===== src/include/procSys_macros.svh =====
`ifndef PROCSYS_MACROS_SVH
`define PROCSYS_MACROS_SVH

// Data memory depth in 32-bit words
`define MEM_WORDS 1024

// Direct-mapped cache with one word per line
`define CACHE_LINES 16

// Cycles from a memory read request to its ready pulse
`define MEM_LATENCY 3

// Clocks spent on each display digit, kept short so simulation sees the scan
`define SEG_DIV 4

`endif


===== src/hdl/SegmentScanner.sv =====
`default_nettype none

`include "procSys_macros.svh"

module SegmentScanner (
    input  logic        CLK,
    input  logic        arstN,
    input  logic [31:0] segValue,
    output logic [7:0]  SevenSegAn,
    output logic [6:0]  SevenSegCat
);
    localparam int divW = (`SEG_DIV > 1) ? $clog2(`SEG_DIV) : 1;

    logic [divW-1:0] divCnt;
    logic [2:0]      digit;
    logic [3:0]      nibble;
    logic [6:0]      segOn;

    always_ff @(posedge CLK or negedge arstN) begin
        if (!arstN) begin
            divCnt <= '0;
            digit  <= '0;
        end else if (divCnt == divW'(`SEG_DIV - 1)) begin
            divCnt <= '0;
            digit  <= digit + 3'd1;  // Wraps from digit 7 back to 0
        end else begin
            divCnt <= divCnt + 1'b1;
        end
    end

    assign nibble = segValue[digit*4 +: 4];

    // Active-high pattern, segment g in bit 6 down to segment a in bit 0
    always_comb begin
        case (nibble)
            4'h0: segOn = 7'h3F;
            4'h1: segOn = 7'h06;
            4'h2: segOn = 7'h5B;
            4'h3: segOn = 7'h4F;
            4'h4: segOn = 7'h66;
            4'h5: segOn = 7'h6D;
            4'h6: segOn = 7'h7D;
            4'h7: segOn = 7'h07;
            4'h8: segOn = 7'h7F;
            4'h9: segOn = 7'h6F;
            4'hA: segOn = 7'h77;
            4'hB: segOn = 7'h7C;
            4'hC: segOn = 7'h39;
            4'hD: segOn = 7'h5E;
            4'hE: segOn = 7'h79;
            default: segOn = 7'h71;
        endcase
    end

    assign SevenSegCat = ~segOn;
    assign SevenSegAn  = ~(8'b0000_0001 << digit);  // Only the selected anode is pulled low

endmodule

`default_nettype wire


===== config.mk =====
export PLATFORM = sky130hd
export DESIGN_NAME = SegmentScanner
export DESIGN_NICKNAME = d
export VERILOG_FILES = /design/src/hdl/SegmentScanner.sv
export VERILOG_INCLUDE_DIRS = /design/src /design/src/include
export SDC_FILE = /design/constraint.sdc
export NUM_CORES = 1
export LEC_CHECK = 0
export BUFFER_PORTS_ARGS = -buffer_cell sky130_fd_sc_hd__buf_2
export CAP_MARGIN = 20
export CELL_PAD_IN_SITES_DETAIL_PLACEMENT = 1
export CELL_PAD_IN_SITES_GLOBAL_PLACEMENT = 1
export CORE_MARGIN = 5
export CORE_UTILIZATION = 32
export CTS_CLUSTER_DIAMETER = 200
export DETAILED_ROUTE_END_ITERATION = 12
export PLACE_DENSITY = 0.84
export SYNTH_ARGS = -nofsm -noshare
export SYNTH_HDL_FRONTEND = slang
export SYNTH_SLANG_ARGS = --single-unit
export TNS_END_PERCENT = 20

===== constraint.sdc =====
create_clock -name CLK -period 2.55 [get_ports CLK]
set_clock_uncertainty 0.1 [all_clocks]
set_input_delay 0.255 -clock CLK [delete_from_list [all_inputs] [get_ports CLK]]
set_output_delay 0.255 -clock CLK [all_outputs]
set_load 0.02 [all_outputs]

**Yosys cells after proc, flatten, opt, wreduce, memory -nomap -nowiden**

Memories as Yosys holds them, arrays and structs flattened.
Cells that the tools add are included.

- Magnitude comparators: 0
- Reductions and logical operators: 0
- Multiply operators: 0
- Add/subtract/negate cells: 2
- Divide/modulo/power cells: 0
- Equality and inequality tests: 1
- Mux-type cells: 1
- Bitwise operators: 2
- Shifts and indexed selects: 2

Operators by type and width:

| operator | count |
|---|---|
| $shiftx 32x6->4 | 1 |
| $not 8->8 | 1 |
| $shl 1x3->8 const A | 1 |
| $not 7->7 | 1 |
| $add 3x1->3 const B | 1 |
| $add 2x1->2 const B | 1 |
| $eq 2x2->1 const B | 1 |
| $mux 2 | 1 |

- Logic and storage cells: 11
- Bits of input ports: 34
- Register bits: 5
- Memories kept: 1
- Memory bits (read-only): 112
- Memory bits (writable): 0
- Bits in latches: 0
- Output and inout port bits: 15

Memory list:

| name | words | bits a word | read ports | clocked after Yosys merged registers in | write ports | RTL line | text |
|---|---|---|---|---|---|---|---|
| (no name shown) | 16 | 7 | 1 | 0 | 0 | SegmentScanner.sv:35 | `case (nibble)` |

**Longest topological paths before layout**

An unclocked memory read counts as a cell.

- Depth after elaboration: 3
- Gate-level depth with buffers: 8
- Gate-level depth less buffers: 7

**Least setup slack after synthesis**

Ideal clock, no wire load.

- Path kind: register to output
- Start: reg digit[0]
- End: out SevenSegCat[2]
- Stages on the path, launching flop included: 7
- Slack: -0.069 ns
- Data required time: 2.195 ns
- Arrival: 2.264 ns
- Buffers on the path: 1
- Path through: dfrtp_1 > buf_6 > mux4_1 > mux2i_4 > inv_1 > ha_1 > o31ai_1

- Longest elaborated chain between the ends: 3

RTL lines:

| item | RTL line | text |
|---|---|---|
| start: declaration | SegmentScanner.sv:15 | `logic [2:0] digit;` |
| start signal: assignment | SegmentScanner.sv:25 | `digit <= digit + 3'd1;` |
| $shiftx 32x6->4 | SegmentScanner.sv:31 | `assign nibble = segValue[digit*4 +: 4];` |
| $mem_v2 16x7 | -- |  |
| $not 7->7 | SegmentScanner.sv:55 | `assign SevenSegCat = ~segOn;` |
| end: declaration | SegmentScanner.sv:10 | `output logic [6:0] SevenSegCat` |

No other way between the ends.

**Worst setup path in the final report**

- Start: reg digit[0]
- End: out SevenSegCat[4]

The elaborated chain is that of the path after synthesis.

==> impl_metrics.json <==
{
  "timing.setup.tns_ps": -4.31,
  "hold_viol_final": 0,
  "yosys-top-cells-area": "sky130_fd_sc_hd__ha_1 19%, sky130_fd_sc_hd__dfrtp_1 15%, sky130_fd_sc_hd__mux4_1 12%, sky130_fd_sc_hd__mux2i_1 11%, sky130_fd_sc_hd__mux4_2 11%",
  "worstReg2RegStart": "digit[0]",
  "postLayoutCoreUtil": 0.511,
  "die_x_um": 61.3,
  "htreeDepth": 1,
  "initial_core_util": 0.337,
  "synthDominantCellAreaShare": 0.193,
  "dieHeight_um": 61.3,
  "synth.most_common_cell": "sky130_fd_sc_hd__ha_1",
  "antenna_cells_inserted": 0,
  "layout-area-overhead-vs-synth_pct": 51.3,
  "synth_common_cells": "13 x sky130_fd_sc_hd__ha_1, 10 x sky130_fd_sc_hd__nand2_1, 9 x sky130_fd_sc_hd__mux2i_1",
  "worstSkewPairLatency_ps": 240,
  "wl_met2_mm": 1.28,
  "global_route_wire_length_before_repair_mm": 4.10,
  "drv_slew": 0,
  "timing_worst_setup_path_type": "flop to output pin",
  "setup.worst_path.end_class": "output pin",
  "area_occupied_by_multi_input_gates_um2": 691,
  "tightestPinTransition_ps": 298,
  "syn-instance-count": 75,
  "seq_area_um2": 126,
  "cts_buffers": 3,
  "avgViaCountPerCell": 5.06,
  "ys.warnings.count": 0,
  "sum_of_routed_wire_length_over_all_layers_mm": 2.57,
  "finalSetupViolCount": 1,
  "wirelength_met1_mm": 1.10,
  "count_of_distinct_cell_types_in_the_synthesized_netlist": 26,
  "power_per_cell_area_nw_per_um2": 241,
  "fmaxAchievable_ghz": 0.391,
  "grt_setup_unrepaired": "true",
  "highest_layer": "met4",
  "instance_area_at_placement_um2": 1150,
  "dieArea_um2": 3760,
  "worstHoldPathType": "input port to async pin",
  "failed_checks": "setup timing",
  "finalWeightedCongestion": 0.704,
  "timing.critical_path.fanout_max": 14,
  "timing.max_cap.violations": 0,
  "wl_met3_um": 174,
  "run_status": "finished with violations",
  "timing.reg2reg.worst_path_depth": 5,
  "finalWorstSetupSlack_ps": -4.31,
  "grt_start_max_net_pins": 15,
  "dr.first_iter.drc_count": 33,
  "final_layout_size_suffix_gt1_frac": 0.656,
  "final_period_utilization": 1.00,
  "dominantRegCellSynth": "sky130_fd_sc_hd__dfrtp_1",
  "worstSetupStartpointType": "flop",
  "final_cell_count_no_fill": 161,
  "io_pins": 49,
  "first_global_vias": 897,
  "crit-reg2reg-capture": "digit[2]",
  "tritonroute_pass_1_iters": 2,
  "required_ps": 2190,
  "irDropWorstVdd_uv": 284,
  "synthDominantAreaCellType": "sky130_fd_sc_hd__ha_1",
  "post-route-min-period_ps": 2550,
  "clk_transition_reported_paths_ps": 50,
  "async_reset_ff_frac": 1.00,
  "power_leakage_nw": 0.599,
  "port_buffers": 48,
  "setup.reg_to_reg.worst_slack_ps": 970,
  "final.fill_count": 281,
  "fin_hold_ws_ps": 252,
  "synth_sequential_area_ratio": 0.148,
  "overflow": 0,
  "syn-cell-area_um2": 843,
  "cts.root.buffer_cell": "sky130_fd_sc_hd__clkbuf_4",
  "placeableCoreArea_um2": 2500,
  "clock_tree_from_tritoncts": "done",
  "net_count_synth": 122,
  "critical_path_arrival_ps": 2200,
  "number_of_synthesized_flops_with_an_enable_pin": 0,
  "dp_hpwl_mm": 2.06,
  "grt_antenna_before_repair": 0,
  "place_ws_ps": -61.9,
  "grt_util_all_layers": 0.146,
  "drc_errors": 0,
  "route.antenna.remaining_nets": 0,
  "post_drt_wl_per_cell_um": 16.0,
  "syn-mean-instance-area_um2": 11.2,
  "finalInstanceArea_um2": 1280,
  "synth.ff_latch_count": 5,
  "design.final.nets": 179,
  "dp_cells": 154,
  "vias": 814,
  "row_count": 18,
  "worst_slew_margin_rel": 0.801,
  "power_mw": 0.307,
  "ctsLongestPathBuffers": 2,
  "cts.sink_count": 5
}
[placed cells by master, fill, tap and decap left out, types with 2 or more instances in the layout]
| cell type | instances |
|---|---|
| sky130_fd_sc_hd__mux4_2 | 8 |
| sky130_fd_sc_hd__dfrtp_1 | 4 |
| sky130_fd_sc_hd__ha_2 | 2 |
| sky130_fd_sc_hd__inv_2 | 4 |
| sky130_fd_sc_hd__mux2i_1 | 6 |
| sky130_fd_sc_hd__inv_1 | 5 |
| sky130_fd_sc_hd__nand2_1 | 10 |
| sky130_fd_sc_hd__buf_2 | 42 |
| sky130_fd_sc_hd__buf_12 | 2 |
| sky130_fd_sc_hd__ha_1 | 10 |
| sky130_fd_sc_hd__buf_6 | 3 |
| sky130_fd_sc_hd__nor3b_2 | 3 |
| sky130_fd_sc_hd__mux2i_4 | 3 |
| sky130_fd_sc_hd__mux2i_2 | 2 |
| sky130_fd_sc_hd__buf_4 | 7 |
| sky130_fd_sc_hd__clkbuf_4 | 3 |
[critical path, stage by stage, from the launching register on]
cell and delay (ps):
sky130_fd_sc_hd__dfrtp_2 450, sky130_fd_sc_hd__buf_8 150, sky130_fd_sc_hd__mux4_2 520, sky130_fd_sc_hd__mux2i_4 180
sky130_fd_sc_hd__buf_12 170, sky130_fd_sc_hd__mux2i_2 220, sky130_fd_sc_hd__a21o_1 150, sky130_fd_sc_hd__buf_6 110
[kinds of logic (layout without fill, tap and decap cells)]
logic type      after synthesis  after routing  share of synthesized area
buf+inv                      13             69                     0.0801
xor+xnor                      2              2                     0.0208
mux                          19             19                      0.392
flops                         5              5                      0.148
fa+ha+maj                    13             13                      0.193
compound gates                7              7                     0.0712
simple gates                 16             16                     0.0949
[worst max path at each step]
stage                     startpoint  depth (start not counted)        endpoint
after global routing        digit[0]                          7  SevenSegCat[1]
final                       digit[0]                          7  SevenSegCat[4]
after global placement      digit[0]                          8  SevenSegCat[0]
after floorplan             digit[0]                          6  SevenSegCat[2]
after detailed placement    digit[0]                          8  SevenSegCat[0]
after CTS                   digit[0]                          7  SevenSegCat[4]
[repair_timing]
item / in CTS / in global routing
pin swaps: 3 / 3
hold endpoints to repair: 5 / 0
setup endpoints to repair: 7 / 7
resized for setup: 21 / 10
buffers inserted: 2 / 0
hold buffers: 1 / 0
gates cloned: 0 / 0
[area by class of cell]
class / count / area share
inverter: 9 / 0.0265
tap: 30 / 0.0294
multi-input combinational: 57 / 0.541
timing repair buffer: 56 / 0.283
sequential: 5 / 0.0990
clock buffer: 4 / 0.0206
[state kept, by name, summed over array words and instances (netlist names)]
register	flops
digit	3
divCnt	2
[metal layers]
metal / global-route usage / vias to the layer above
met2: 0.276 / 36
met4: 0.0364 / 0
li1: - / 383
met3: 0.0126 / 2
met1: 0.177 / 393
met5: 0 / -
[report_power, final]
part | internal (mW) | total (mW) | switching, mW
registers | 0.0796 | 0.0796 | 0
clock network | 0.0592 | 0.0916 | 0.0324
logic | 0.0742 | 0.136 | 0.0620
Power figures use the tool's default switching activity.
