`src/include/procSys_macros.svh`:
```
`ifndef PROCSYS_MACROS_SVH
`define PROCSYS_MACROS_SVH

// Data memory depth in 32-bit words
`define MEM_WORDS 1024

// Direct-mapped cache with one word per line
`define CACHE_LINES 16

// Cycles from a memory read request to its ready pulse
`define MEM_LATENCY 3

// Clocks spent on each display digit, kept short so simulation sees the scan
`define SEG_DIV 4

`endif

```
`src/hdl/ProcSysPkg.sv`:
```
`default_nettype none

`include "procSys_macros.svh"

package ProcSysPkg;

    localparam int memAddrW  = $clog2(`MEM_WORDS);
    localparam int cacheIdxW = $clog2(`CACHE_LINES);
    localparam int tagW      = memAddrW - cacheIdxW;
    localparam int addrHighW = 30 - memAddrW;  // Bits above the word address, ignored

    typedef enum logic [1:0] {
        ioLed     = 2'd0,
        ioSwitch  = 2'd1,
        ioSegment = 2'd2
    } ioRegT;

    typedef struct packed {
        logic                 cyc;
        logic                 stb;
        logic                 we;
        logic [31:0]          adr;
        logic [31:0]          dat;
    } wbReqT;

    typedef struct packed {
        logic                 ack;
        logic [31:0]          dat;
    } wbRspT;

    typedef struct packed {
        logic [addrHighW-1:0] high;
        logic [tagW-1:0]      tag;
        logic [cacheIdxW-1:0] index;
        logic [1:0]           offset;
    } memAddrT;

    typedef struct packed {
        logic                 region;  // Set for the peripheral space
        logic [26:0]          unused;
        ioRegT                sel;
        logic [1:0]           byteOff;
    } ioAddrT;

    // The same bus word seen by the cache path or by the peripheral path
    typedef union packed {
        memAddrT              mem;
        ioAddrT               io;
    } busAddrT;

    typedef struct packed {
        logic                 readValid;
        logic                 writeValid;
        logic [memAddrW-1:0]  addr;
        logic [31:0]          data;
    } memReqT;

    typedef struct packed {
        logic                 lookup;
        logic                 fill;
        logic                 write;
        logic [memAddrW-1:0]  addr;
        logic [31:0]          data;
    } cacheReqT;

    typedef struct packed {
        logic                 we;
        ioRegT                sel;
        logic [31:0]          data;
    } ioReqT;

endpackage

`default_nettype wire

```
`src/hdl/CacheArray.sv`:
```
`default_nettype none

`include "procSys_macros.svh"

module CacheArray (
    input  logic                 CLK,
    input  logic                 arstN,
    input  ProcSysPkg::cacheReqT cacheReq,
    output logic                 hit,
    output logic [31:0]          readData
);
    import ProcSysPkg::*;

    logic [tagW-1:0]          tagMem  [`CACHE_LINES];
    logic [31:0]              dataMem [`CACHE_LINES];
    logic [`CACHE_LINES-1:0]  valid;
    logic [cacheIdxW-1:0]     index;
    logic [tagW-1:0]          tag;
    logic                     tagMatch;

    assign index    = cacheReq.addr[cacheIdxW-1:0];
    assign tag      = cacheReq.addr[memAddrW-1:cacheIdxW];
    assign tagMatch = valid[index] && (tagMem[index] == tag);

    always_ff @(posedge CLK or negedge arstN) begin
        if (!arstN) begin
            valid <= '0;
            hit   <= 1'b0;
        end else begin
            if (cacheReq.fill) begin
                valid[index] <= 1'b1;
            end
            if (cacheReq.lookup) begin
                hit <= tagMatch;  // Seen by the controller one cycle later
            end
        end
    end

    always_ff @(posedge CLK) begin
        if (cacheReq.fill) begin
            tagMem[index]  <= tag;
            dataMem[index] <= cacheReq.data;
        end else if (cacheReq.write && tagMatch) begin
            dataMem[index] <= cacheReq.data;  // Keep a resident line coherent with memory
        end
        if (cacheReq.lookup) begin
            readData <= dataMem[index];
        end
    end

endmodule

`default_nettype wire

```
`config.mk`:
```
export PLATFORM = sky130hd
export DESIGN_NAME = CacheArray
export DESIGN_NICKNAME = d
export VERILOG_FILES = /design/src/hdl/ProcSysPkg.sv /design/src/hdl/CacheArray.sv
export VERILOG_INCLUDE_DIRS = /design/src /design/src/include
export SDC_FILE = /design/constraint.sdc
export NUM_CORES = 1
export LEC_CHECK = 0
export CAP_MARGIN = 20
export CORE_UTILIZATION = 43
export DETAILED_ROUTE_END_ITERATION = 6
export DONT_BUFFER_PORTS = 1
export PLACE_DENSITY = 0.62
export REMOVE_ABC_BUFFERS = 1
export SLEW_MARGIN = 20
export SYNTH_ARGS = -nofsm -noshare
export SYNTH_HDL_FRONTEND = slang
export SYNTH_SLANG_ARGS = --single-unit
```
`constraint.sdc`:
```
create_clock -name CLK -period 7 [get_ports CLK]
set_input_delay 0.7 -clock CLK [delete_from_list [all_inputs] [get_ports CLK]]
set_output_delay 0.7 -clock CLK [all_outputs]
set_load 0.05 [all_outputs]
```
# After elaboration in Yosys (flattened, before gate mapping)
# Memory sizes are Yosys's and may differ from the RTL's. A register that Yosys moved wholly into a read port is not among the register bits.
# Cells that the tools add are included.
# Widths: inputs -> output; s select.
# op_classes
n_lt_le_gt_ge	2
eq_ne	1
muxes	10
bitwise_logic	2
reduce_logical	3
# ops
op	count
$mux 32	1
$or 16x16->16	1
$mux 1	7
$eq 6x6->1	1
$lt 4x5->1 const B	1
$bmux 1 s4	1
$demux 1 s4	1
$ge 4x1->1 const B	1
$logic_and 1x1->1	3
$or 1x1->1	1
# totals
register_bits	17
mem_bits_rw	608
output_inout_bits	33
wordCells	22
n_memories	2
# mem_list
name	depth	word_bits	read_ports	rd_ports_with_merged_regs	wr	line	rtl
dataMem	16	32	1	1	1	CacheArray.sv:15	logic [31:0] dataMem [`CACHE_LINES];
tagMem	16	6	1	0	1	CacheArray.sv:14	logic [tagW-1:0] tagMem [`CACHE_LINES];

# Logic depth before layout (Yosys ltp)
# logic_depth
word_depth	8
depth_mapped	11

# Least setup slack after synthesis
# No wires, ideal clock.
# synth_timing
path_type	in2reg
startpoint	in cacheReq[32] (netlist bit)
endpoint	mem dataMem[4][0], enable pin
setup_time_ps	428
arrival_time_ps	3820
path_slack_ps	2752
path_stages	6
path_buffers	1
cell_sequence	buf_6 > mux4_1 > mux4_2 > xnor2_4 > o2111ai_1 > o21bai_1
# synth_via
elab_chain_len	8
elab_cells_between_ends	10
classes_between	eq/ne: 1; mux: 5; bitwise: 1; reduce/logical: 2; memory: 1
# synth_rtl
element	line	rtl
from (decl)	CacheArray.sv:8	input ProcSysPkg::cacheReqT cacheReq,
$mem_v2 16x6 or $bmux 1 s4 (tied branches)	--	
$eq 6x6->1 or $mux 1 (tied branches)	CacheArray.sv:23	assign tagMatch = valid[index] && (tagMem[index] == tag);
$logic_and 1x1->1	CacheArray.sv:23	
$logic_and 1x1->1	CacheArray.sv:43	end else if (cacheReq.write && tagMatch) begin
$mux 1	CacheArray.sv:43	
$mux 1	CacheArray.sv:40	if (cacheReq.fill) begin
$mux 1 (implied by the code)	CacheArray.sv:44	dataMem[index] <= cacheReq.data;
$or 1x1->1 (no source line)	--	
to (decl)	CacheArray.sv:15	
# Several ways; a longest one is shown, not always the timed one. The select of a mux whose other input is x is not followed.

# Worst setup path in the final report
# layout_timing
startpoint	mem tagMem[15][5] (netlist bit)
endpoint	mem dataMem[1][21], enable pin
# layout_via
elab_chain_len	8
# layout_rtl
element	line
from (decl)	CacheArray.sv:14
$mem_v2 16x6	--
$eq 6x6->1	CacheArray.sv:23
$logic_and 1x1->1	CacheArray.sv:23
$logic_and 1x1->1	CacheArray.sv:43
$mux 1	CacheArray.sv:43
$mux 1	CacheArray.sv:40
$mux 1 (implied by the code)	CacheArray.sv:44
$or 1x1->1 (no source line)	--
# No other way between the ends.

==> impl_metrics.ini <==
[synth]
synthTopCellsByArea = edfxtp_1 (76%), mux4_2 (15%), dfrtp_1 (1.7%), mux4_1 (0.94%), mux2i_1 (0.71%)
syn_area_um2 = 25200
synth_top_area_frac = 0.762
synth_edf_count = 640
avgSynthCellArea_um2 = 23.9
yosysSeqAreaShare = 0.779
yosys.area.top_type = edfxtp_1
synth_cell_type_count = 39
ys.flop_type = edfxtp_1
yosys_warnings = 0
ys_ff_latch = 657
async_flop_share = 0.0259
syn_inst = 1056

[final_layout]
nNetsFinal = 1139
syn2layout_area_growth_pct = 12.4
fillers = 4579
multi_input_area_um2 = 5440
final_common_cell = edfxtp_1
drive_above_1_share = 0.279
mostFrequentLayoutCells = edfxtp_1 (640), mux4_2 (173), clkbuf_16 (70), clkbuf_1 (20), buf_4 (20)
final-seq-area_um2 = 19600
utilization = 0.490
diodes = 0

[clock_network]
clock_path_buffers = 3
clk_pin_slew_worst_paths_ns = 0.06
cts_tree = built
postCtsSetupBuffers = 0
cts_resized = 0
worst_skew_pair.late_latency_ns = 0.59
cts_root_buffer = clkbuf_16
clkSinkCount = 657
htreeDepth = 3
cts_buffers = 68

[global_routing]
grt_overflow_total = 0
grt_start_max_net_pins = 165
use_met2 = 0.269
grt_pass1_wl_um = 74100
groute.usage.overall = 0.170
met3_usage = 0.0415
grt_pass1_vias = 11460
antenna_found_initial = 0
grt-busiest-layer = met2
grt_util_met1 = 0.235

[critical_path]
critical_path_class = reg2reg
crit_path_start_kind = register
arrival_ns = 3.47
path_max_fanout = 32
cp.required_ns = 7.21
worstSetupEndpointType = register

[route]
ant_nets = 0
drc_errors = 0
wl_per_cell_um = 25.8
vias = 10763
drt-initial-drc-count = 877
dr.pass1.iters = 5
via_per_inst = 5.64
wirelength_um = 49300

[placement]
pre_cts_ws_ns = 3.29
hpwl_um = 26200
io_buffers = 0
gp_congestion = 0.732

[timing]
fin_crit_sh = 0.466
slew_headroom = 0.273
drv_slew = 0
hold_violations = 0
fin_setup_tns_ns = 0
layout_setup_ws_ns = 3.74
fin_skew_ns = 0.0192
period_needed_ns = 3.26
rsz0062_at_grt = no
tightest_slew_ns = 1.09
setup_viol = 0
fmax_mhz = 307

[run]
drv_cap = 0

[floorplan]
die_x_um = 244
dieArea_um2 = 59600
ios = 80
die_h_um = 244
core_area_um2 = 57800
floorplan.initialDensity = 0.436
rows = 88

[pwr]
p_sw_mw = 1.66
pwr-share-comb = 0.035
pwr-share-clk = 0.415
p_int_mw = 6.56
seqPwrFrac = 0.550
irDropWorstVdd_v = 0.000197
power_density_nw_per_um2 = 290
sw_frac_of_total = 0.202
leakage_nw = 8.85

[hold_path]
hold_path.class = in2reg

[status]
outcome = finished, final reports clean
-- cell families (layout without fill, tap and decap cells) --
family,after synthesis,after routing,synth area share
buffers and inverters,62,151,0.0119
AOI/OAI and AO/OA,50,50,0.0166
and+or+nand+nor,78,78,0.0170
xor gates and xnor gates,4,4,0.00213
DFF,657,657,0.779
muxes,205,205,0.173
-- critical path: stages, from the launching register on --
cell,delay (ns)
edfxtp_1,0.39
mux4_2,0.49
a22oi_1,0.24
a21oi_1,0.10
and3b_1,0.66
o2111ai_1,0.32
o21ai_4,0.19
buf_4,0.49
-- power by group through the flow --
| stage | Sequential (mW) | Combinational [mW] | Clock [mW] |
|---|---|---|---|
| after detailed placement | 4.61 | 0.291 | 0 |
| after global placement | 4.60 | 0.285 | 0 |
| after CTS | 4.52 | 0.295 | 3.48 |
| after global routing | 4.53 | 0.309 | 3.62 |
| final | 4.52 | 0.292 | 3.41 |
| after floorplan | 4.59 | 0.221 | 0 |
-- cell type report --
cell class | instances | share of cell area
Tap cell | 765 | 0.0338
Clock buffer | 90 | 0.0644
Multi-Input combinational cell | 337 | 0.192
Inverter | 6 | 0.000795
Timing Repair Buffer | 22 | 0.00662
Sequential cell | 657 | 0.693
Clock inverter | 33 | 0.00940
-- flip-flops by register name, summed over array words and instances, names as in the netlist --
register / flops
tagMem: 96
valid: 16
hit: 1
dataMem: 512
readData: 32
-- repair_timing --
action | in CTS | in global routing
endpoints found under the setup margin | 0 | 0
hold buffers | 1 | 0
hold endpoints to repair | 17 | 0
-- per-stage QoR --
step | instances | total power [mW] | hold WS (ns) | cell area (um^2)
2_1_floorplan | 1000 | 4.81 | 0.404 | 24900
3_3_place_gp | 1785 | 4.89 | 0.405 | 26200
3_5_place_dp | 1786 | 4.90 | 0.405 | 26200
4_1_cts | 1910 | 8.30 | 0.165 | 28300
5_1_grt | 1910 | 8.46 | 0.163 | 28300
6_report | 1910 | 8.22 | 0.198 | 28300
-- path summary, 6_finish.rpt --
| check | start | to | slack [ns] | cells past startpoint |
|---|---|---|---|---|
| hold / removal | cacheReq[6] | dataMem[8][6] | 0.20 | 0 |
| hold reg to reg | valid[13] | valid[13] | 0.46 | 1 |
| setup / recovery | tagMem[15][5] | dataMem[1][21] | 3.74 | 7 |
| min in group asynchronous | arstN | valid[12] | 0.64 | 1 |
| max in group asynchronous | arstN | valid[1] | 5.88 | 1 |
| setup reg to reg | tagMem[15][5] | dataMem[1][21] | 3.74 | 7 |
-- cell usage after synthesis, types with 9 or more instances --
| library cell | number |
|---|---|
| buf_2 | 23 |
| edfxtp_1 | 640 |
| mux4_1 | 9 |
| or2_2 | 11 |
| mux2i_1 | 18 |
| clkbuf_1 | 24 |
| nor2_1 | 14 |
| o2111ai_1 | 17 |
| o21bai_2 | 9 |
| mux4_2 | 173 |
| dfrtp_1 | 17 |
| and3_1 | 17 |
| nand2b_1 | 9 |
-- per-layer routing --
| metal | routed length (um) | share of wire |
|---|---|---|
| met1 | 21500 | 0.44 |
| met2 | 23900 | 0.48 |
| met3 | 2870 | 0.058 |
| met4 | 1030 | 0.021 |
| met5 | 0 | 0 |
(Power assumes the default switching activity.)
