**src/include/procSys_macros.svh**
```systemverilog
`ifndef PROCSYS_MACROS_SVH
`define PROCSYS_MACROS_SVH

// Data memory depth in 32-bit words
`define MEM_WORDS 1024

// Direct-mapped cache with one word per line
`define CACHE_LINES 16

// Cycles from a memory read request to its ready pulse
`define MEM_LATENCY 3

// Clocks spent on each display digit, kept short so simulation sees the scan
`define SEG_DIV 4

`endif

```
**src/hdl/ProcSysPkg.sv**
```systemverilog
`default_nettype none

`include "procSys_macros.svh"

package ProcSysPkg;

    localparam int memAddrW  = $clog2(`MEM_WORDS);
    localparam int cacheIdxW = $clog2(`CACHE_LINES);
    localparam int tagW      = memAddrW - cacheIdxW;
    localparam int addrHighW = 30 - memAddrW;  // Bits above the word address, ignored

    typedef enum logic [1:0] {
        ioLed     = 2'd0,
        ioSwitch  = 2'd1,
        ioSegment = 2'd2
    } ioRegT;

    typedef struct packed {
        logic                 cyc;
        logic                 stb;
        logic                 we;
        logic [31:0]          adr;
        logic [31:0]          dat;
    } wbReqT;

    typedef struct packed {
        logic                 ack;
        logic [31:0]          dat;
    } wbRspT;

    typedef struct packed {
        logic [addrHighW-1:0] high;
        logic [tagW-1:0]      tag;
        logic [cacheIdxW-1:0] index;
        logic [1:0]           offset;
    } memAddrT;

    typedef struct packed {
        logic                 region;  // Set for the peripheral space
        logic [26:0]          unused;
        ioRegT                sel;
        logic [1:0]           byteOff;
    } ioAddrT;

    // The same bus word seen by the cache path or by the peripheral path
    typedef union packed {
        memAddrT              mem;
        ioAddrT               io;
    } busAddrT;

    typedef struct packed {
        logic                 readValid;
        logic                 writeValid;
        logic [memAddrW-1:0]  addr;
        logic [31:0]          data;
    } memReqT;

    typedef struct packed {
        logic                 lookup;
        logic                 fill;
        logic                 write;
        logic [memAddrW-1:0]  addr;
        logic [31:0]          data;
    } cacheReqT;

    typedef struct packed {
        logic                 we;
        ioRegT                sel;
        logic [31:0]          data;
    } ioReqT;

endpackage

`default_nettype wire

```
**src/hdl/PeripheralRegs.sv**
```systemverilog
`default_nettype none

module PeripheralRegs (
    input  logic              CLK,
    input  logic              arstN,
    input  ProcSysPkg::ioReqT ioReq,
    input  logic [15:0]       SW,
    output logic [31:0]       readData,
    output logic [15:0]       LED,
    output logic [31:0]       segValue
);
    import ProcSysPkg::*;

    logic [15:0] ledReg;
    logic [31:0] segReg;
    logic [15:0] swMeta;
    logic [15:0] swSync;

    always_ff @(posedge CLK or negedge arstN) begin
        if (!arstN) begin
            ledReg <= '0;
            segReg <= '0;
        end else if (ioReq.we) begin
            case (ioReq.sel)
                ioLed: begin
                    ledReg <= ioReq.data[15:0];
                end
                ioSegment: begin
                    segReg <= ioReq.data;
                end
                default: begin
                    ledReg <= ledReg;  // Switches and the spare select are read-only
                end
            endcase
        end
    end

    // Board switches are asynchronous to CLK
    always_ff @(posedge CLK or negedge arstN) begin
        if (!arstN) begin
            swMeta <= '0;
            swSync <= '0;
        end else begin
            swMeta <= SW;
            swSync <= swMeta;
        end
    end

    always_comb begin
        case (ioReq.sel)
            ioLed:     readData = {16'h0000, ledReg};
            ioSwitch:  readData = {16'h0000, swSync};
            ioSegment: readData = segReg;
            default:   readData = '0;
        endcase
    end

    assign LED      = ledReg;
    assign segValue = segReg;

endmodule

`default_nettype wire

```
**config.mk**
```make
export PLATFORM = sky130hd
export DESIGN_NAME = PeripheralRegs
export DESIGN_NICKNAME = d
export VERILOG_FILES = /design/src/hdl/ProcSysPkg.sv /design/src/hdl/PeripheralRegs.sv
export VERILOG_INCLUDE_DIRS = /design/src /design/src/include
export SDC_FILE = /design/constraint.sdc
export NUM_CORES = 1
export LEC_CHECK = 0
export ABC_CLOCK_PERIOD_IN_PS = 1300
export BUFFER_PORTS_ARGS = -buffer_cell sky130_fd_sc_hd__buf_4
export CORE_ASPECT_RATIO = 1.4
export CORE_MARGIN = 2
export CORE_UTILIZATION = 49
export CTS_BUF_LIST = sky130_fd_sc_hd__clkbuf_4 sky130_fd_sc_hd__clkbuf_8
export DETAILED_ROUTE_END_ITERATION = 8
export GPL_ROUTABILITY_DRIVEN = 0
export PLACE_DENSITY = 0.82
export SYNTH_ARGS = -nofsm -noshare
export SYNTH_HDL_FRONTEND = slang
export SYNTH_SLANG_ARGS = --single-unit
```
**constraint.sdc**
```tcl
create_clock -name CLK -period 1.3 [get_ports CLK]
set_clock_uncertainty 0.2 [all_clocks]
set_input_delay 0.065 -clock CLK [delete_from_list [all_inputs] [get_ports CLK]]
set_output_delay 0.065 -clock CLK [all_outputs]
set_load 0.02 [all_outputs]
```
After elaboration in Yosys (flattened, before gate mapping)
Cells that the tools add are included.
{"block": "op_classes", "shifts": 0, "order_cmp": 0, "mul": 0, "n_reduce_logical": 3, "add_sub_neg": 0, "n_eq_ne": 2, "div": 0, "muxes": 1, "n_bitwise": 0}
{"operator": "32-bit case mux with 3 select lines", "count": 1}
{"operator": "2-bit AND reduction", "count": 2}
{"operator": "2-bit by 1-bit equality test with 1-bit output (second input constant)", "count": 1}
{"operator": "2-bit equality test (second input constant)", "count": 1}
{"operator": "2-bit zero test", "count": 1}
{"block": "totals", "ff_bits": 80, "out_inout_bits": 80, "rom_bits": 0, "n_memories": 0, "elab_cells": 10, "latchBits": 0, "ramBits": 0, "in_bits": 53}

Depth between registers and ports, before layout
{"block": "logic_depth", "word_depth": 2, "ltp_mapped": 4, "depth_no_buf": 2}

Least setup slack after synthesis
No wires, ideal clock.
{"block": "synth_path", "path_kind": "input to register", "start": "in ioReq[33] (netlist bit)", "end": "reg ledReg[10], in the netlist LED[10]", "path_slack_ns": -0.052, "n_path_buf": 2, "t_arrival_ns": 1.026, "path_stages": 4, "t_required_ns": 0.975, "setup_ns": 0.125, "path_cell_list": "buf_6 nor3b_4 buf_12 mux2_4"}
{"block": "synth_between", "elab_chain_len": 2}
{"item": "start: declaration", "line_no": "PeripheralRegs.sv:6", "text": "input ProcSysPkg::ioReqT ioReq,"}
{"item": "2-bit zero test", "line_no": "PeripheralRegs.sv:24", "text": "case (ioReq.sel)"}
{"item": "2-bit AND reduction (no source line)"}
{"item": "end signal: assignment", "line_no": "PeripheralRegs.sv:26", "text": "ledReg <= ioReq.data[15:0];"}
{"item": "end signal: assignment", "line_no": "PeripheralRegs.sv:32", "text": "ledReg <= ledReg;"}
{"item": "end: declaration", "line_no": "PeripheralRegs.sv:14", "text": "logic [15:0] ledReg;"}
Every way passes these cells.
A chain may end at the register's enable or synchronous reset.

Worst setup path in the final report
{"block": "layout_path", "start": "reg ledReg[15], in the netlist LED[15]", "end": "out readData[15]"}
{"block": "layout_between", "elab_chain_len": 1}
{"item": "32-bit case mux with 3 select lines", "line_no": "PeripheralRegs.sv:50", "text": "case (ioReq.sel)"}
{"item": "end: declaration", "line_no": "PeripheralRegs.sv:8", "text": "output logic [31:0] readData,"}
Every way passes these cells.

==> results.toml <==
[pwr]
seqPwrFrac = 0.404
p_switching_uw = 2310
netSwitchingFraction = 0.301
comb_power_share = 0.327
clockPowerShare = 0.270
p_leak_uw = 0.00260
report.power.total_uw = 7680
pwr_density_cell_mw_per_mm2 = 1440
internal_power_uw = 5360
maximum_vdd_ir_drop_mv = 0.959

[timing]
tightest_slew_ns = 0.431
worst_hold_slack_ns = 0.0775
setup_repair_after_global_routing_missed_its_margin = "true"
hold_viol = 0
max-slew-margin-rel = 0.713
timing_max_transition_violations_final = 0
timing.final.setup_violations = 25
period_share = 1.15
min_period_ns = 1.50
setup_slack_of_the_critical_path_after_layout_ns = -0.197
fmax_mhz = 668

[worst_setup_path]
cp_data_arrival_time_ns = 1.23
startpoint_class_of_the_critical_path = "flop"
critPathCaptureType = "output port"
timing_worst_setup_path_type = "flop to output port"
critPathMaxFanout = 2
worst-endpoint-required_ns = 1.03

[synth]
synth-warning-count = 0
synthesized_netlist_cell_count = 190
post-synth-top-area-fraction = 0.645
synth_largest_area_cell = "sky130_fd_sc_hd__dfrtp_1"
postSynthRegisterBits = 80
post_synth_num_cell_types = 14
synth_fp_nets = 243
mappedNetlistArea_sq_mm = 0.00311
synth_seq_area_share = 0.645
synth_area_leaders = "sky130_fd_sc_hd__dfrtp_1 (64%), sky130_fd_sc_hd__mux2_2 (13%), sky130_fd_sc_hd__mux2i_1 (5.2%), sky130_fd_sc_hd__mux2_4 (4.8%), sky130_fd_sc_hd__o2bb2ai_1 (4.5%)"
syn_area_per_cell_sq_um = 16.3

[cts]
clk_path_buf_depth = 2
tritoncts = "yes"
reg_clk_slew_reported_paths_ns = 0.09
cts_htree_levels = 3
worst_skew_pair.late_latency_ns = 0.34
clockRootBuffer = "sky130_fd_sc_hd__clkbuf_8"
cts_num_sinks = 80
cts-buffers-inserted = 9

[placement]
dpl_cell_area_sq_mm = 0.00424
hpwl_um = 5210
post-place-cells = 397
pre_cts_slack_ns = -0.0165
port-buffer-count = 132

[route]
1st_pass_router_iterations = 4
via_count = 2516
detail_route.drc_violations = 0
finalWirelength_um = 10500
routed_wire_length_per_instance_um = 21.7
ant_nets = 0
initialDrtViolationCount = 165
vias_per_cell = 5.19

[layout]
final_cell_count_no_fill = 485
final_layout_size_suffix_gt1_frac = 0.607
final_net_count = 461
final_common_cell = "sky130_fd_sc_hd__buf_4"
layout_overhead_on_the_synthesized_area_pct = 72.1
design_area_sq_mm = 0.00535
layout_common_cells = "sky130_fd_sc_hd__buf_4 (123), sky130_fd_sc_hd__dfrtp_1 (80), sky130_fd_sc_hd__dlygate4sd3_1 (49)"

[grt]
groute.usage.overall = 0.270
antenna_found_initial = 1
grt_pass1_wl_um = 14200
maximum_number_of_pins_on_one_net_before_global_route_repair = 81
grt_overflow_total = 0
via_count_of_the_first_global_routing_pass = 2687

[die]
die_y_um = 98.2
die_w_um = 71.3
boundaryPins = 133
core_sq_mm = 0.00617
placement_rows = 34
initial_utilization = 0.503
dieArea_sq_mm = 0.00700

[worst_hold_path]
worstHoldPathType = "input port to flop"

[run]
max_cap_viol_count = 0

[outcome]
outcome = "finished with violations"
violations = "setup timing"
[final timing paths]
check | slack, ns | depth (start not counted) | from | end
max in group asynchronous | 0.43 | 3 | arstN | LED[12]$_DFFE_PN0P_
min in group asynchronous | 0.12 | 3 | arstN | segValue[17]$_DFFE_PN0P_
setup reg to reg | 0.10 | 2 | segValue[28]$_DFFE_PN0P_ | segValue[28]$_DFFE_PN0P_
hold / removal | 0.08 | 4 | ioReq[32] | LED[13]$_DFFE_PN0P_
setup / recovery | -0.20 | 3 | LED[15]$_DFFE_PN0P_ | readData[15]
hold reg to reg | 0.15 | 0 | swMeta[7]$_DFF_PN0_ | swSync[7]$_DFF_PN0_
[through the flow]
stage,TNS (ns),util
after detailed placement,-0.0165,0.687
final,-1.72,0.867
after global routing,-3.27,0.867
after global placement,0,0.687
after floorplan,-0.510,-
after CTS,-1.34,0.837
[logic make-up (layout without fill, tap and decap cells)]
family	after synthesis	count (layout)	synth area share
AOI/OAI and AO/OA	16	16	0.0451
and+or+nand+nor	19	19	0.0467
muxes	64	64	0.238
buffers and inverters	11	233	0.0258
other	0	1	0
DFF	80	80	0.645
[cells in the mapped netlist]
cell	n
sky130_fd_sc_hd__and2_1	16
sky130_fd_sc_hd__nor2b_1	1
sky130_fd_sc_hd__mux2_2	36
sky130_fd_sc_hd__mux2i_1	16
sky130_fd_sc_hd__nor3b_4	1
sky130_fd_sc_hd__o2bb2ai_1	16
sky130_fd_sc_hd__mux2_1	2
sky130_fd_sc_hd__buf_2	6
sky130_fd_sc_hd__buf_6	2
sky130_fd_sc_hd__nand3b_4	1
sky130_fd_sc_hd__dfrtp_1	80
sky130_fd_sc_hd__clkbuf_1	2
sky130_fd_sc_hd__mux2_4	10
sky130_fd_sc_hd__buf_12	1
[worst max-delay path, cell delays in order (launching register included)]
cell and delay [ns]:
sky130_fd_sc_hd__dfrtp_1 0.43, sky130_fd_sc_hd__mux2i_1 0.22, sky130_fd_sc_hd__o2bb2ai_2 0.07, sky130_fd_sc_hd__buf_4 0.16
[power groups by stage]
| stage | registers (uW) | clock network, uW | logic (uW) |
|---|---|---|---|
| final | 3100 | 2070 | 2510 |
| after global routing | 3130 | 2190 | 2610 |
| after CTS | 3050 | 2060 | 2250 |
| after detailed placement | 3120 | 0 | 1890 |
| after global placement | 3100 | 0 | 1840 |
| after floorplan | 3410 | 0 | 626 |
[final cells by class]
type | count | area [sq um]
clock buffers | 12 | 159
fillers | 273 | 823
diodes | 1 | 2.50
well taps | 72 | 90.1
clock inverters | 3 | 65.1
repair buffers | 218 | 1950
multi-input cells | 99 | 1080
flip-flops and latches | 80 | 2000
[registers in the layout, indices dropped and copies added, names as in the netlist]
signal and count:
segValue 32, swMeta 16, swSync 16, LED 16
[per-layer routing]
| metal | track usage | up-vias | routed length, um |
|---|---|---|---|
| met5 | 0 | - | 0 |
| met4 | 0.0972 | 0 | 306 |
| met3 | 0.0691 | 22 | 471 |
| met2 | 0.480 | 113 | 5820 |
| met1 | 0.307 | 1277 | 3940 |
| li1 | - | 1104 | - |
[what timing repair did]
item | 4_1_cts | 5_1_grt
cloned | 0 | 1
buffers inserted | 16 | 9
hold buffers | 49 | 0
setup endpoints to repair | 30 | 48
pin swaps | 15 | 3
resized for setup | 26 | 38
hold endpoints to repair | 144 | 0
No activity file was read; power rests on OpenSTA's default activity.
