--- src/include/procSys_macros.svh ---
`ifndef PROCSYS_MACROS_SVH
`define PROCSYS_MACROS_SVH

// Data memory depth in 32-bit words
`define MEM_WORDS 1024

// Direct-mapped cache with one word per line
`define CACHE_LINES 16

// Cycles from a memory read request to its ready pulse
`define MEM_LATENCY 3

// Clocks spent on each display digit, kept short so simulation sees the scan
`define SEG_DIV 4

`endif

--- src/hdl/ProcSysPkg.sv ---
`default_nettype none

`include "procSys_macros.svh"

package ProcSysPkg;

    localparam int memAddrW  = $clog2(`MEM_WORDS);
    localparam int cacheIdxW = $clog2(`CACHE_LINES);
    localparam int tagW      = memAddrW - cacheIdxW;
    localparam int addrHighW = 30 - memAddrW;  // Bits above the word address, ignored

    typedef enum logic [1:0] {
        ioLed     = 2'd0,
        ioSwitch  = 2'd1,
        ioSegment = 2'd2
    } ioRegT;

    typedef struct packed {
        logic                 cyc;
        logic                 stb;
        logic                 we;
        logic [31:0]          adr;
        logic [31:0]          dat;
    } wbReqT;

    typedef struct packed {
        logic                 ack;
        logic [31:0]          dat;
    } wbRspT;

    typedef struct packed {
        logic [addrHighW-1:0] high;
        logic [tagW-1:0]      tag;
        logic [cacheIdxW-1:0] index;
        logic [1:0]           offset;
    } memAddrT;

    typedef struct packed {
        logic                 region;  // Set for the peripheral space
        logic [26:0]          unused;
        ioRegT                sel;
        logic [1:0]           byteOff;
    } ioAddrT;

    // The same bus word seen by the cache path or by the peripheral path
    typedef union packed {
        memAddrT              mem;
        ioAddrT               io;
    } busAddrT;

    typedef struct packed {
        logic                 readValid;
        logic                 writeValid;
        logic [memAddrW-1:0]  addr;
        logic [31:0]          data;
    } memReqT;

    typedef struct packed {
        logic                 lookup;
        logic                 fill;
        logic                 write;
        logic [memAddrW-1:0]  addr;
        logic [31:0]          data;
    } cacheReqT;

    typedef struct packed {
        logic                 we;
        ioRegT                sel;
        logic [31:0]          data;
    } ioReqT;

endpackage

`default_nettype wire

--- src/hdl/BusController.sv ---
`default_nettype none

module BusController (
    input  logic                 CLK,
    input  logic                 arstN,
    input  ProcSysPkg::wbReqT    wbReq,
    output ProcSysPkg::wbRspT    wbRsp,
    output ProcSysPkg::cacheReqT cacheReq,
    input  logic                 cacheHit,
    input  logic [31:0]          cacheData,
    output ProcSysPkg::memReqT   memReq,
    input  logic                 memReady,
    input  logic [31:0]          memData,
    output ProcSysPkg::ioReqT    ioReq,
    input  logic [31:0]          ioData
);
    import ProcSysPkg::*;

    typedef enum logic [2:0] {
        IDLE,
        LOOKUP,
        MISSWAIT,
        FILL,
        RESPOND,
        IOACK
    } stateT;

    stateT               state;
    stateT               nextState;
    busAddrT             addr;
    logic [memAddrW-1:0] wordAddr;
    logic                request;
    logic [31:0]         rdData;

    assign addr     = wbReq.adr;
    assign wordAddr = {addr.mem.tag, addr.mem.index};  // High bits dropped so memory wraps
    assign request  = wbReq.cyc & wbReq.stb;

    always_ff @(posedge CLK or negedge arstN) begin
        if (!arstN) begin
            state <= IDLE;
        end else begin
            state <= nextState;
        end
    end

    always_comb begin
        nextState = state;
        case (state)
            IDLE: begin
                if (request) begin
                    nextState = addr.io.region ? IOACK : LOOKUP;
                end
            end
            LOOKUP: begin
                // Stores never allocate, so they finish after the lookup
                nextState = (wbReq.we || cacheHit) ? RESPOND : MISSWAIT;
            end
            MISSWAIT: begin
                if (memReady) begin
                    nextState = FILL;
                end
            end
            FILL: begin
                nextState = RESPOND;
            end
            default: begin
                nextState = IDLE;
            end
        endcase
    end

    // One holding register serves peripheral, hit and refill data
    always_ff @(posedge CLK) begin
        case (state)
            IDLE: begin
                if (request) begin
                    rdData <= ioData;
                end
            end
            LOOKUP: begin
                rdData <= cacheData;
            end
            MISSWAIT: begin
                if (memReady) begin
                    rdData <= memData;
                end
            end
            default: begin
                rdData <= rdData;
            end
        endcase
    end

    always_comb begin
        cacheReq.lookup = (state == IDLE) && request && !addr.io.region;
        cacheReq.fill   = (state == FILL);
        cacheReq.write  = (state == LOOKUP) && wbReq.we && cacheHit;
        cacheReq.addr   = wordAddr;
        cacheReq.data   = (state == FILL) ? rdData : wbReq.dat;  // Refill takes the memory word
    end

    always_comb begin
        memReq.readValid  = (state == LOOKUP) && !wbReq.we && !cacheHit;
        memReq.writeValid = (state == RESPOND) && wbReq.we;  // Write-through lands with the ack
        memReq.addr       = wordAddr;
        memReq.data       = wbReq.dat;
    end

    always_comb begin
        ioReq.we   = (state == IDLE) && request && addr.io.region && wbReq.we;
        ioReq.sel  = addr.io.sel;
        ioReq.data = wbReq.dat;
    end

    assign wbRsp.ack = request && ((state == RESPOND) || (state == IOACK));
    assign wbRsp.dat = rdData;

endmodule

`default_nettype wire

--- config.mk ---
export PLATFORM = sky130hd
export DESIGN_NAME = BusController
export DESIGN_NICKNAME = d
export VERILOG_FILES = /design/src/hdl/ProcSysPkg.sv /design/src/hdl/BusController.sv
export VERILOG_INCLUDE_DIRS = /design/src /design/src/include
export SDC_FILE = /design/constraint.sdc
export NUM_CORES = 1
export LEC_CHECK = 0
export ABC_CLOCK_PERIOD_IN_PS = 3900
export BUFFER_PORTS_ARGS = -buffer_cell sky130_fd_sc_hd__buf_2
export CORE_AREA = 4 4 123 125
export DETAILED_ROUTE_END_ITERATION = 6
export DIE_AREA = 0 0 127 129
export GPL_TIMING_DRIVEN = 1
export SYNTH_ARGS = -nofsm -noshare
export SYNTH_HDL_FRONTEND = slang
export SYNTH_SLANG_ARGS = --single-unit
export TNS_END_PERCENT = 10
--- constraint.sdc ---
create_clock -name CLK -period 3.9 [get_ports CLK]
set_clock_uncertainty 0.05 [all_clocks]
set_input_delay 0.585 -clock CLK [delete_from_list [all_inputs] [get_ports CLK]]
set_output_delay 0.585 -clock CLK [all_outputs]
set_load 0.005 [all_outputs]
# Word level (Yosys, flattened, before mapping)
# Index checks and enable logic that the tools add are counted.
dict set report word_totals {
  reg_bits 35
  input_bits 167
  word_cells 38
}
dict set report op_classes {
  n_eq_ne 7
  muxes 9
  bitwise 1
  n_reduce_logical 19
}
# operator count
set op_table {}
lappend op_table {{2-to-1 mux 32 bit} 3}
lappend op_table {{one-hot mux 32 bit (3 select lines)} 1}
lappend op_table {{2-to-1 mux 3 bit} 4}
lappend op_table {{one-hot mux 3 bit (4 select lines)} 1}
lappend op_table {{logical AND 1 bit} 10}
lappend op_table {{equality test 3 x 2 -> 1 bit (second input constant)} 2}
lappend op_table {{equality test 3 bit (second input constant)} 2}
lappend op_table {{!= test 2 bit (second input constant)} 2}
lappend op_table {{equality test 3 x 1 -> 1 bit (second input constant)} 1}
lappend op_table {{zero test 1 bit} 3}
lappend op_table {{zero test 3 bit} 1}
lappend op_table {{AND reduction 3 bit} 1}
lappend op_table {{nonzero test 3 bit} 1}
lappend op_table {{logical OR 1 bit} 2}
lappend op_table {{AND reduction 2 bit} 1}
lappend op_table {{bitwise AND 1 bit} 1}

# Longest topological paths before layout
dict set report logic_depth {
  word_depth 4
  depth_mapped 6
}

# Worst setup path before layout
# OpenSTA, ideal clock, no wires.
dict set report synth_path {
  path_kind {flip-flop to flip-flop}
  start {register state[1]}
  end {register rdData[0], enable pin}
  setup_time_ns 0.432
  t_arrival_ns 2.614
  slack_ns 0.805
  path_stages_with_launch 7
  period_less_slack_ns 3.095
  cell_sequence {dfrtp_1 -> buf_6 -> nand2b_1 -> buf_2 -> buf_2 -> o21a_1 -> a21oi_1}
}
dict set report synth_via {
  elab_chain_cells 3
}
# item line
set synth_lines {}
lappend synth_lines {{from (decl)} BusController.sv:28} ;# stateT state;
lappend synth_lines {{from (signal assigned)} BusController.sv:43} ;# state <= nextState;
lappend synth_lines {{equality test 3 x 2 -> 1 bit, or another cell as far along} BusController.sv:75} ;# case (state)
lappend synth_lines {{!= test 2 bit (no source line) / nonzero test 3 bit (equally long branches)} n/a}
lappend synth_lines {{AND reduction 3 bit (no source line) (*)} n/a}
lappend synth_lines {{to (signal assigned)} BusController.sv:78} ;# rdData <= ioData;
lappend synth_lines {{to (signal assigned)} BusController.sv:82} ;# rdData <= cacheData;
lappend synth_lines {{to (signal assigned)} BusController.sv:86} ;# rdData <= memData;
lappend synth_lines {{to (decl)} BusController.sv:33} ;# logic [31:0] rdData;
# Mark *: on every way between the ends. The rest lies on a longest branch, timed or not.
# A chain may end at the register's enable or synchronous reset.

==> impl_metrics.tcl <==
set metrics [dict create \
    drive_above_1_share 0.6007 \
    maxSlewViolCount 0 \
    final_util 0.3204 \
    path_clk_slew_ps 60 \
    rsz0062_at_grt "false" \
    synth_seq_cells 35 \
    worst-setup-path-type "register to output pin" \
    clock_sinks 35 \
    synth_edf_count 32 \
    overflow 0 \
    post_cts_buffers 0 \
    fin_tns_setup_ps 0 \
    drv_cap 0 \
    wire_per_inst_um 17.28 \
    finalWirelength_um 12380 \
    synth.cell_area_sq_um 3472 \
    ys_top_cells_by_area "edfxtp_1 28%, buf_4 19%, o32ai_1 16%, mux2_2 10%, o21a_1 7.1%" \
    drtIter0Drc 129 \
    vias_per_cell 4.859 \
    synth.most_common_cell "buf_4" \
    yosysTopAreaCellShare 0.2768 \
    r2r_cells 5 \
    min_period_ps 3473 \
    grt_pass1_wl_um 17750 \
    path_max_fanout 39 \
    power_density_nw_per_um2 627.4 \
    ys.flop_type "edfxtp_1" \
    yosysSeqAreaShare 0.2984 \
    pre_cts_slack_ps 683.8 \
    netlist.top_cell.by_area "edfxtp_1" \
    routabilityCongestion 0.8158 \
    die-area_sq_um 16380 \
    ant_nets 0 \
    die_y_um 129 \
    setup_slack_ps 427.0 \
    port_buffers 270 \
    synthDistinctLibCells 28 \
    dr.pass1.iters 4 \
    yosys_warnings 0 \
    start_util 0.2501 \
    final_cells 716 \
    num_vias 3479 \
    htreeDepth 2 \
    end_kind "output pin" \
    synth_cells 370 \
    cts_tree "built" \
    ys_top_cells_by_count "89 x buf_4, 64 x o32ai_1, 36 x nor2_1" \
    antenna_cells 0 \
    ir_worst_vdd_mv 0.3795 \
    clock_latency_ps 280 \
    dpl-instance-area_sq_um 4312 \
    antenna_found_initial 0 \
    coreArea_sq_um 13880 \
    dieWidth_um 127 \
    syn_nets 537 \
    ios 324 \
    ctsHoldBuffers 0 \
    grt_pass1_vias 3469 \
    status "completed" \
    synth_area_per_cell_sq_um 9.384 \
    async_reset_ff_frac 0.08571 \
    dp.final_hpwl_um 9142 \
    cts-buffers-inserted 5 \
    crit_chain "buf_4, clkinv_1, nand4_1, nor2_1, buf_2" \
    min_path_type "primary input to async pin" \
    required_ps 3260 \
    cp-start-kind "register" \
    crit_path_max_incr_delay_ps 830 \
    fmax_ghz 0.2879 \
    dp.cells 708 \
    hold_viol 0 \
    final-setup-viol-count 0 \
    clk_path_buf_depth 2 \
    cp_slowest_cell "dfrtp_2" \
    post_cts_resized 0 \
    max_slew_margin 0.3075 \
    syn_to_final_growth_pct 28.11 \
    rows 43 \
    num-nets-final 702 \
    clk_root_buffer_cell "clkbuf_16" \
    grtUsageTotal 0.1373 \
    grt_start_max_net_pins 41 \
    leakagePower_uw 0.001978 \
    fin_area_sq_um 4448 \
    drc 0 \
    period_share 0.8905 \
    worst_pin_slew_ps 1036 \
    worstPathArrival_ps 2840 \
]
[critical path, delay by kind of cell (launching register included)]
kind	cells	cell delay [ps]
AND/OR/NAND/NOR	2	370
flip-flops	1	830
buffers and inverters	3	1340
[sequential cells by signal, indices dropped and copies added (netlist names)]
signal and flops:
state 3, rdData 32
[path summary, 6_finish.rpt]
check | slack, ps | startpoint | end
worst max-delay path | 430 | state[2] | cacheReq[42]
worst min-delay path | 40 | arstN | state[0]
worst max register to register | 850 | state[2] | rdData[30]
worst min register to register | 840 | state[0] | state[2]
max in group asynchronous | 3640 | arstN | state[1]
min in group CLK | 560 | memReady | state[0]
[cells by family after synthesis]
group                  synth area share
buffers and inverters            0.2332
AOI/OAI and AO/OA                0.2425
and+or+nand+nor                  0.1222
DFF                              0.2984
muxes                            0.1038
[routing by layer]
layer,part of all wire,vias up,track usage
met2,0.52,171,0.2603
met3,0.076,25,0.02366
met5,0,-,0
li1,-,1643,-
met1,0.38,1640,0.1511
met4,0.020,0,0.05615
[metrics by stage]
stage | total power (uW) | hold WS (ps)
finish | 2791 | 41.24
global route | 3022 | 29.68
CTS | 2854 | 30.53
detailed placement | 2444 | 338.9
global placement | 2416 | 336.6
floorplan | 1871 | 239.4
[where the power goes]
part,total (uW),internal [uW],switching (uW)
clock network,386,233,153
registers,957,744,212
logic,1450,622,826
total,2790,1600,1190
[cell usage in the layout (no fill, tap or decap)]
cell type  count
nor2_1        36
nand2_2        1
nand2b_2       1
nor2_4         1
buf_2        270
nor2b_1       32
buf_4          7
o21a_1        33
o32ai_1       64
nand3b_1       1
clkbuf_1       1
clkinv_1       3
nand2b_1       1
nand3_1        1
nand2_1        1
clkbuf_16      5
edfxtp_1      32
dfrtp_2        2
nand4_1        2
mux2_2        32
a211oi_1       1
a21oi_2        1
dfrtp_1        1
a21oi_4        1
o31ai_1        1
and3_1         1
nor3b_1        1
nor3_1         1
a21oi_1        1
or3_4          1
[area by class of cell]
cell class | instances | area, sq um
well taps | 180 | 225.2
clock inverters | 2 | 7.507
repair buffers | 277 | 1404
inverters | 1 | 3.754
multi-input cells | 215 | 1640
fillers | 1479 | 9433
clock buffers | 6 | 128.9
flip-flops and latches | 35 | 1039
Note: power is estimated with default switching activity, not from simulation.
